$ cat config.mk
export PLATFORM = sky130hd
export DESIGN_NAME = gantry_motion_top
export DESIGN_NICKNAME = d
export VERILOG_FILES = /design/src/source/gantry_pkg.sv /design/src/source/gantry_motion_top.sv /design/src/source/waypoint_sequencer.sv /design/src/source/move_program_builder.sv /design/src/source/site_coord_lut.sv /design/src/source/step_tick_gen.sv
export SDC_FILE = /design/constraint.sdc
export NUM_CORES = 1
export LEC_CHECK = 0
export BUFFER_PORTS_ARGS = -buffer_cell sky130_fd_sc_hd__buf_2
export CAP_MARGIN = 25
export CORE_ASPECT_RATIO = 2
export CORE_MARGIN = 2
export CORE_UTILIZATION = 53
export CTS_BUF_LIST = sky130_fd_sc_hd__clkbuf_16
export DETAILED_ROUTE_END_ITERATION = 7
export GPL_ROUTABILITY_DRIVEN = 0
export GPL_TIMING_DRIVEN = 0
export PLACE_DENSITY_LB_ADDON = 0.08
export SYNTH_ARGS = -nofsm -noshare
export SYNTH_HDL_FRONTEND = slang
export SYNTH_SLANG_ARGS = --single-unit
$ cat constraint.sdc
create_clock -name sys_clk -period 1.75 [get_ports sys_clk]
set_clock_uncertainty 0.05 [all_clocks]
set_input_delay 0.175 -clock sys_clk [delete_from_list [all_inputs] [get_ports sys_clk]]
set_output_delay 0.175 -clock sys_clk [all_outputs]
set_load 0.01 [all_outputs]
$ cat src/source/gantry_pkg.sv
// gantry motion types, site coordinate tables and program step counts
package gantry_pkg;

    typedef logic [15:0] axis_pos_t;        // pulse target, one axis

    typedef struct packed {
        logic      magnet;                  // gripper magnet on
        axis_pos_t x;
        axis_pos_t y;
        axis_pos_t z;
    } waypoint_t;                           // 49 bits, one gantry goal

    typedef logic [3:0] site_idx_t;         // 0 = no site, 1..9 valid

    typedef enum logic {
        to_board   = 1'b0,                  // storage -> board
        to_storage = 1'b1                   // board -> storage
    } move_kind_t;

    typedef struct packed {
        move_kind_t kind;
        site_idx_t  pick_site;
        site_idx_t  place_site;
    } move_req_t;                           // 9 bits

    typedef logic [3:0] step_idx_t;

    typedef struct packed {
        axis_pos_t x;
        axis_pos_t y;
    } site_xy_t;

    // program layout
    localparam step_idx_t NUM_STEPS  = 4'd11;
    localparam step_idx_t PICK_BASE  = 4'd0;
    localparam step_idx_t PLACE_BASE = 4'd4;
    localparam step_idx_t PARK_BASE  = 4'd8;

    localparam waypoint_t RESET_WAYPOINT = '{
        magnet: 1'b0,
        x:      16'h8000,
        y:      16'h8000,
        z:      16'h8000
    };

    // heights
    localparam axis_pos_t Z_RAISED        = 16'h8800;  // travel height
    localparam axis_pos_t Z_LOWER_STORAGE = 16'h6D80;
    localparam axis_pos_t Z_LOWER_BOARD   = 16'h6E80;

    localparam axis_pos_t PARK_X = 16'hB900;
    localparam axis_pos_t PARK_Y = 16'h2250;

    localparam waypoint_t PARK_WAYPOINT = '{
        magnet: 1'b0,
        x:      PARK_X,
        y:      PARK_Y,
        z:      Z_RAISED
    };

    // board grid, site n -> column (n-1)/3, row (n-1)%3
    localparam axis_pos_t BOARD_COL_X [3] = '{16'hB500, 16'h9000, 16'h7500};
    localparam axis_pos_t BOARD_ROW_Y [3] = '{16'h6C00, 16'h8C00, 16'hAC00};

    // storage rack, entry 0 is site 1
    localparam site_xy_t STORAGE_XY [9] = '{
        '{x: 16'hB900, y: 16'h2250},
        '{x: 16'hB900, y: 16'h3D50},
        '{x: 16'h9900, y: 16'h2250},
        '{x: 16'h9900, y: 16'h3A50},
        '{x: 16'h7B00, y: 16'h2250},
        '{x: 16'h7900, y: 16'h3F50},
        '{x: 16'h5A00, y: 16'h2250},
        '{x: 16'h5A00, y: 16'h3F50},
        '{x: 16'h5A00, y: 16'h6000}
    };

endpackage
$ cat src/source/gantry_motion_top.sv
// gantry motion generator top: step divider, program builder, sequencer
`timescale 1ns/1ps

module gantry_motion_top #(
    parameter int STEP_PERIOD = 10_000_000
) (
    input  logic                  sys_clk,
    input  logic                  sys_rst_n,
    input  logic                  move_start,
    input  gantry_pkg::move_req_t move_req,
    input  logic                  ready_x,
    input  logic                  ready_y,
    input  logic                  ready_z,
    output gantry_pkg::waypoint_t goal,
    output logic                  program_done
);

    import gantry_pkg::*;

    logic      step_tick;
    logic      program_loaded;
    waypoint_t program_table [NUM_STEPS];

    step_tick_gen #(
        .STEP_PERIOD (STEP_PERIOD)
    ) i_step_tick_gen (
        .sys_clk   (sys_clk),
        .sys_rst_n (sys_rst_n),
        .step_tick (step_tick)
    );

    move_program_builder i_move_program_builder (
        .sys_clk        (sys_clk),
        .sys_rst_n      (sys_rst_n),
        .move_start     (move_start),
        .move_req       (move_req),
        .program_table  (program_table),
        .program_loaded (program_loaded)
    );

    waypoint_sequencer i_waypoint_sequencer (
        .sys_clk        (sys_clk),
        .sys_rst_n      (sys_rst_n),
        .step_tick      (step_tick),
        .program_loaded (program_loaded),
        .program_table  (program_table),
        .ready_x        (ready_x),
        .ready_y        (ready_y),
        .ready_z        (ready_z),
        .goal           (goal),
        .program_done   (program_done)
    );

endmodule

$ cat src/source/waypoint_sequencer.sv
// ready-gated program stepper driving the gantry goal and done level
`timescale 1ns/1ps

module waypoint_sequencer (
    input  logic                  sys_clk,
    input  logic                  sys_rst_n,
    input  logic                  step_tick,
    input  logic                  program_loaded,
    input  gantry_pkg::waypoint_t program_table [gantry_pkg::NUM_STEPS],
    input  logic                  ready_x,
    input  logic                  ready_y,
    input  logic                  ready_z,
    output gantry_pkg::waypoint_t goal,
    output logic                  program_done
);

    import gantry_pkg::*;

    step_idx_t step_idx;
    logic      all_ready;
    logic      step_go;

    assign all_ready = ready_x & ready_y & ready_z;

    // a tick with any axis busy is simply dropped
    assign step_go = step_tick && all_ready && (step_idx != NUM_STEPS);

    assign program_done = (step_idx == NUM_STEPS);

    always_ff @(posedge sys_clk or negedge sys_rst_n) begin
        if (!sys_rst_n) begin
            step_idx <= '0;
            goal     <= RESET_WAYPOINT;
        end else if (program_loaded) begin
            step_idx <= '0;                     // new program beats a tick
        end else if (step_go) begin
            goal     <= program_table[step_idx];
            step_idx <= step_idx + 1'b1;
        end
    end

endmodule

$ cat src/source/move_program_builder.sv
// move request latch building the eleven-step pick, place and park program
`timescale 1ns/1ps

module move_program_builder (
    input  logic                  sys_clk,
    input  logic                  sys_rst_n,
    input  logic                  move_start,
    input  gantry_pkg::move_req_t move_req,
    output gantry_pkg::waypoint_t program_table [gantry_pkg::NUM_STEPS],
    output logic                  program_loaded
);

    import gantry_pkg::*;

    waypoint_t pick_pos;
    waypoint_t place_pos;
    logic      pick_ok;
    logic      place_ok;

    // one step of a four-step phase, sub 0..3 = above, low, low, above
    function automatic waypoint_t phase_step(
        input waypoint_t site_pos,
        input logic      site_ok,
        input logic      picking,
        input logic [1:0] sub
    );
        waypoint_t wp;
        logic      lowered;
        lowered = (sub == 2'd1) || (sub == 2'd2);
        if (!site_ok) begin
            wp = PARK_WAYPOINT;                         // empty phase parks
        end else begin
            wp        = site_pos;
            wp.magnet = picking ? sub[1] : ~sub[1];     // grab late, drop late
            if (!lowered) begin
                wp.z = Z_RAISED;
            end
        end
        return wp;
    endfunction

    // pick side comes from the rack when moving onto the board
    site_coord_lut i_pick_lut (
        .storage_site (move_req.kind == to_board),
        .site         (move_req.pick_site),
        .pos          (pick_pos)
    );

    site_coord_lut i_place_lut (
        .storage_site (move_req.kind == to_storage),
        .site         (move_req.place_site),
        .pos          (place_pos)
    );

    assign pick_ok  = (move_req.pick_site >= 4'd1) && (move_req.pick_site <= 4'd9);
    assign place_ok = (move_req.place_site >= 4'd1) && (move_req.place_site <= 4'd9);

    always_ff @(posedge sys_clk or negedge sys_rst_n) begin
        if (!sys_rst_n) begin
            for (int i = 0; i < NUM_STEPS; i++) begin
                program_table[i] <= RESET_WAYPOINT;
            end
            program_loaded <= 1'b0;
        end else begin
            program_loaded <= move_start;               // one cycle after the write
            if (move_start) begin
                for (int s = 0; s < 4; s++) begin
                    program_table[PICK_BASE + s]  <=
                        phase_step(pick_pos, pick_ok, 1'b1, 2'(s));
                    program_table[PLACE_BASE + s] <=
                        phase_step(place_pos, place_ok, 1'b0, 2'(s));
                end
                for (int p = PARK_BASE; p < NUM_STEPS; p++) begin
                    program_table[p] <= PARK_WAYPOINT;  // return home
                end
            end
        end
    end

endmodule

$ cat src/source/site_coord_lut.sv
// site to coordinate lookup for the board grid and the storage rack
`timescale 1ns/1ps

module site_coord_lut (
    input  logic                  storage_site,  // 1 = rack, 0 = board
    input  gantry_pkg::site_idx_t site,
    output gantry_pkg::waypoint_t pos
);

    import gantry_pkg::*;

    logic       site_valid;
    site_idx_t  site_off;                    // zero-based site number
    logic [1:0] board_col;
    logic [1:0] board_row;

    assign site_valid = (site >= 4'd1) && (site <= 4'd9);
    assign site_off   = site - 4'd1;

    // 3x3 grid, columns step along x
    assign board_col = 2'(site_off / 4'd3);
    assign board_row = 2'(site_off % 4'd3);

    always_comb begin
        pos = PARK_WAYPOINT;                 // no site -> park, raised
        if (site_valid) begin
            if (storage_site) begin
                pos.x = STORAGE_XY[site_off].x;
                pos.y = STORAGE_XY[site_off].y;
                pos.z = Z_LOWER_STORAGE;
            end else begin
                pos.x = BOARD_COL_X[board_col];
                pos.y = BOARD_ROW_Y[board_row];
                pos.z = Z_LOWER_BOARD;       // board sits slightly higher
            end
        end
    end

endmodule

$ cat src/source/step_tick_gen.sv
// free-running divider giving a one-cycle step strobe
`timescale 1ns/1ps

module step_tick_gen #(
    parameter int STEP_PERIOD = 10_000_000
) (
    input  logic sys_clk,
    input  logic sys_rst_n,
    output logic step_tick
);

    localparam int CNT_W = $clog2(STEP_PERIOD + 1);

    logic [CNT_W-1:0] tick_cnt;

    // strobe lands on cycle STEP_PERIOD, then every STEP_PERIOD cycles
    always_ff @(posedge sys_clk or negedge sys_rst_n) begin
        if (!sys_rst_n) begin
            tick_cnt  <= '0;
            step_tick <= 1'b0;
        end else begin
            if (tick_cnt == CNT_W'(STEP_PERIOD - 1)) begin
                tick_cnt  <= '0;                // wrap
                step_tick <= 1'b1;
            end else begin
                tick_cnt  <= tick_cnt + 1'b1;
                step_tick <= 1'b0;
            end
        end
    end

endmodule

==> qor.json <==
{
  "run_status": "finished, violations left",
  "failing_checks": "negative setup slack",
  "synth_cell_type_count": 68,
  "most_common_cell_after_layout_fill_and_taps_aside": "sky130_fd_sc_hd__dfrtp_1",
  "finalSetupViolations": 21,
  "io_pins": 65,
  "clock-sinks": 98,
  "cellLeakagePower_nw": 3.31,
  "regToRegStartpoint": "i_step_tick_gen.tick_cnt[1]$_DFF_PN0_",
  "power_frac_comb_pct": 22.6,
  "core_region_area_um2": 9760,
  "post_route_cells_drive_above_1_share_pct": 41.9,
  "pin_count_of_the_biggest_net_entering_global_routing": 51,
  "max_slew.worst_pin.slew_ps": 791,
  "grt_antenna_before_repair": 0,
  "global_route_total_usage_across_every_layer_pct": 26.6,
  "pwr_density_cell_nw_per_um2": 789,
  "cts-htree-levels": 3,
  "worst-path-max-fanout": 5,
  "critPathCapture": "i_move_program_builder.program_table[374]$_DFFE_PN1P_",
  "first_pass_iters": 5,
  "syn2layout_area_growth_pct": 35.8,
  "fillCellCount": 704,
  "ir_worst_vdd_v": 0.000607,
  "avg_wl_per_cell_um": 18.5,
  "postSynth.asyncResetShare_pct": 100,
  "timing_max_transition_violations_final": 0,
  "synth-edff-count": 0,
  "timing.reg2reg.setup_slack_ps": 30,
  "max-cap-violations": 0,
  "vias": 4377,
  "startpoint_type": "input port",
  "cts.root.buffer_cell": "sky130_fd_sc_hd__clkbuf_16",
  "start_util_pct": 54.4,
  "via_per_inst": 5.58,
  "hp-class": "input port to flip-flop",
  "final_hold_viol_count": 0,
  "critPathCaptureType": "flip-flop",
  "worstSetupPathType": "input port to flip-flop",
  "num-nets-final": 687,
  "timing.fmax_mhz": 325,
  "intPower_w": 0.00413,
  "synth-seq-area-share_pct": 46.4,
  "clock_latency_ps": 340,
  "fin_crit_sh_pct": 176,
  "syn-instance-count": 520,
  "critPathRequiredTime_ps": 1970,
  "syn_area_per_cell_um2": 10.2,
  "hpwl_um": 10200,
  "globalRoute.totalOverflow": 0,
  "clk_pin_slew_worst_paths_ps": 70,
  "clk_buf_depth": 2,
  "tritoncts_clock_tree": "built",
  "die_w_um": 74.8,
  "port_buffers": 54,
  "p_clk_share_pct": 33.8,
  "power_switching_w": 0.00156,
  "layout_setup_ws_ps": -1330,
  "holdWs_ps": 61.1,
  "seq_cells_post_synth": 98,
  "die_area_um2": 10900,
  "worst-r2r-cell-count": 7,
  "power.sequential.fraction_pct": 43.6,
  "critical_path.startpoint": "move_req[4]",
  "numCtsBuffers": 9,
  "worstReg2RegEnd": "i_step_tick_gen.tick_cnt[16]$_DFF_PN0_",
  "seq_area_um2": 2470,
  "antenna-diode-count": 0,
  "netlist_area_um2": 5310,
  "worst-endpoint-arrival_ps": 3300,
  "drc": 0,
  "rows": 51,
  "rsz0062_at_grt": "true",
  "swShare_pct": 27.4,
  "drt-total-wl_um": 14500,
  "prevailing_post_synth_register_cell": "sky130_fd_sc_hd__dfrtp_1",
  "finalCoreUtilization_pct": 73.9,
  "multi_input_comb_area_um2": 2970,
  "hold_path_startpoint": "move_start",
  "synthesis.yosys.warnings": 0,
  "layout_common_cells": "sky130_fd_sc_hd__dfrtp_1 (82), sky130_fd_sc_hd__buf_4 (73), sky130_fd_sc_hd__buf_2 (51)",
  "grt_pass1_wl_um": 22000,
  "slew_headroom_pct": 46.7,
  "initialDrtViolationCount": 383,
  "vias_in_the_first_global_route": 4334,
  "die-height_um": 146,
  "period_needed_ps": 3080,
  "drt.antenna.violating_nets": 0
}
## cell families after synthesis
kind of cell	Yosys count	share of synthesized area, %
AND/OR/NAND/NOR	157	14.5
AO/OA/AOI/OAI	102	14.4
flip-flops	98	46.4
buffers and inverters	78	7.80
XOR/XNOR	32	5.68
multiplexers	27	5.28
adder cells (fa/ha/maj)	25	5.89
other	1	0.0706
## critical path: stages
cell and delay [ps]:
sky130_fd_sc_hd__buf_8 90, sky130_fd_sc_hd__buf_6 110, sky130_fd_sc_hd__buf_6 120, sky130_fd_sc_hd__buf_12 120, sky130_fd_sc_hd__o31ai_4 320, sky130_fd_sc_hd__and3_4 260
sky130_fd_sc_hd__ha_4 120, sky130_fd_sc_hd__inv_2 40, sky130_fd_sc_hd__ha_4 160, sky130_fd_sc_hd__inv_4 60, sky130_fd_sc_hd__a41oi_4 40, sky130_fd_sc_hd__xnor2_2 220
sky130_fd_sc_hd__inv_2 70, sky130_fd_sc_hd__ha_4 180, sky130_fd_sc_hd__nor3b_4 190, sky130_fd_sc_hd__inv_2 70, sky130_fd_sc_hd__o22ai_4 210, sky130_fd_sc_hd__nor2_2 80
sky130_fd_sc_hd__a21oi_2 150, sky130_fd_sc_hd__ha_2 290, sky130_fd_sc_hd__a32o_1 220
## final cells by class
cell class	count	share of cell area (%)
multi-input combinational	351	41.2
sequential	98	34.3
timing repair buffer	111	11.7
buffer	44	4.34
clock buffer	9	3.12
tap	132	2.29
inverter	32	2.24
clock inverter	7	0.833
## metal layers
metal  wire length (um)  track usage (%)  up-vias  share of wire (%)
li1                   -                -     2035                  -
met1               5110             28.2     2167                 35
met2               8200             48.6      139                 57
met3                454             4.09       36                3.1
met4                717             13.0        0                4.9
met5                  0                0        -                  0
## power groups by stage
stage | sequential, W | combinational [W] | clock, W
floorplan | 0.00249 | 0.000646 | 0
global placement | 0.00252 | 0.000863 | 0
detailed placement | 0.00252 | 0.000899 | 0
CTS | 0.00248 | 0.00112 | 0.00194
global route | 0.00249 | 0.00137 | 0.00205
finish | 0.00248 | 0.00128 | 0.00192
## worst min-delay path by stage
stage	endpoint	depth (start not counted)
2_1_floorplan	i_move_program_builder.program_loaded$_DFF_PN0_	0
3_3_place_gp	i_move_program_builder.program_loaded$_DFF_PN0_	1
3_5_place_dp	i_waypoint_sequencer.goal[41]$_DFFE_PN0P_	1
4_1_cts	i_move_program_builder.program_table[191]$_DFFE_PN0P_	3
5_1_grt	i_move_program_builder.program_table[129]$_DFFE_PN1P_	2
6_report	i_move_program_builder.program_table[129]$_DFFE_PN1P_	2
## sequential cells by signal, summed over array words and instances (netlist names)
register	flops
i_move_program_builder.program_loaded	1
i_move_program_builder.program_table	44
i_step_tick_gen.tick_cnt	24
i_waypoint_sequencer.step_idx	4
i_step_tick_gen.step_tick	1
i_waypoint_sequencer.goal	24
## Yosys cell counts (5+ instances only)
cell	number	area share, %
sky130_fd_sc_hd__o31ai_1	14	2.0
sky130_fd_sc_hd__mux2_2	8	1.7
sky130_fd_sc_hd__and3_1	5	0.59
sky130_fd_sc_hd__nand4_1	5	0.59
sky130_fd_sc_hd__xnor2_1	19	3.1
sky130_fd_sc_hd__nor2_1	50	3.5
sky130_fd_sc_hd__nor3_1	6	0.57
sky130_fd_sc_hd__nand3_1	9	0.85
sky130_fd_sc_hd__inv_1	30	2.1
sky130_fd_sc_hd__o21ai_0	21	2.0
sky130_fd_sc_hd__nor2b_1	10	1.2
sky130_fd_sc_hd__ha_1	25	5.9
sky130_fd_sc_hd__nand2b_1	5	0.59
sky130_fd_sc_hd__dfrtp_1	88	41
sky130_fd_sc_hd__nand2_1	42	3.0
sky130_fd_sc_hd__dfstp_2	10	4.9
sky130_fd_sc_hd__xor2_1	11	1.8
sky130_fd_sc_hd__a21oi_1	15	1.4
sky130_fd_sc_hd__buf_4	25	3.5
sky130_fd_sc_hd__and4_1	5	0.82
sky130_fd_sc_hd__clkbuf_1	11	0.78
sky130_fd_sc_hd__mux2i_1	19	3.6
## metrics by stage
| step | setup TNS, ps | instance area, um2 | power (W) | instances | setup WS, ps |
|---|---|---|---|---|---|
| 3_3_place_gp | -81360 | 6010 | 0.00338 | 713 | -2020 |
| 5_1_grt | -17660 | 7210 | 0.00591 | 784 | -1420 |
| 6_report | -16000 | 7210 | 0.00569 | 784 | -1330 |
| 4_1_cts | -15390 | 6820 | 0.00554 | 762 | -1300 |
| 2_1_floorplan | -19790 | 5580 | 0.00313 | 527 | -1570 |
| 3_5_place_dp | -42140 | 6040 | 0.00342 | 714 | -2090 |
## timing repair
| item | 4_1_cts | 5_1_grt |
|---|---|---|
| pin swaps | 32 | 30 |
| gates cloned | 0 | 1 |
| hold buffers | 2 | 0 |
| gates resized for setup | 56 | 59 |
| buffers inserted | 31 | 22 |
| setup endpoints to repair | 69 | 58 |
| endpoints found under the hold margin | 43 | 0 |
No activity file was read; power rests on OpenSTA's default activity.
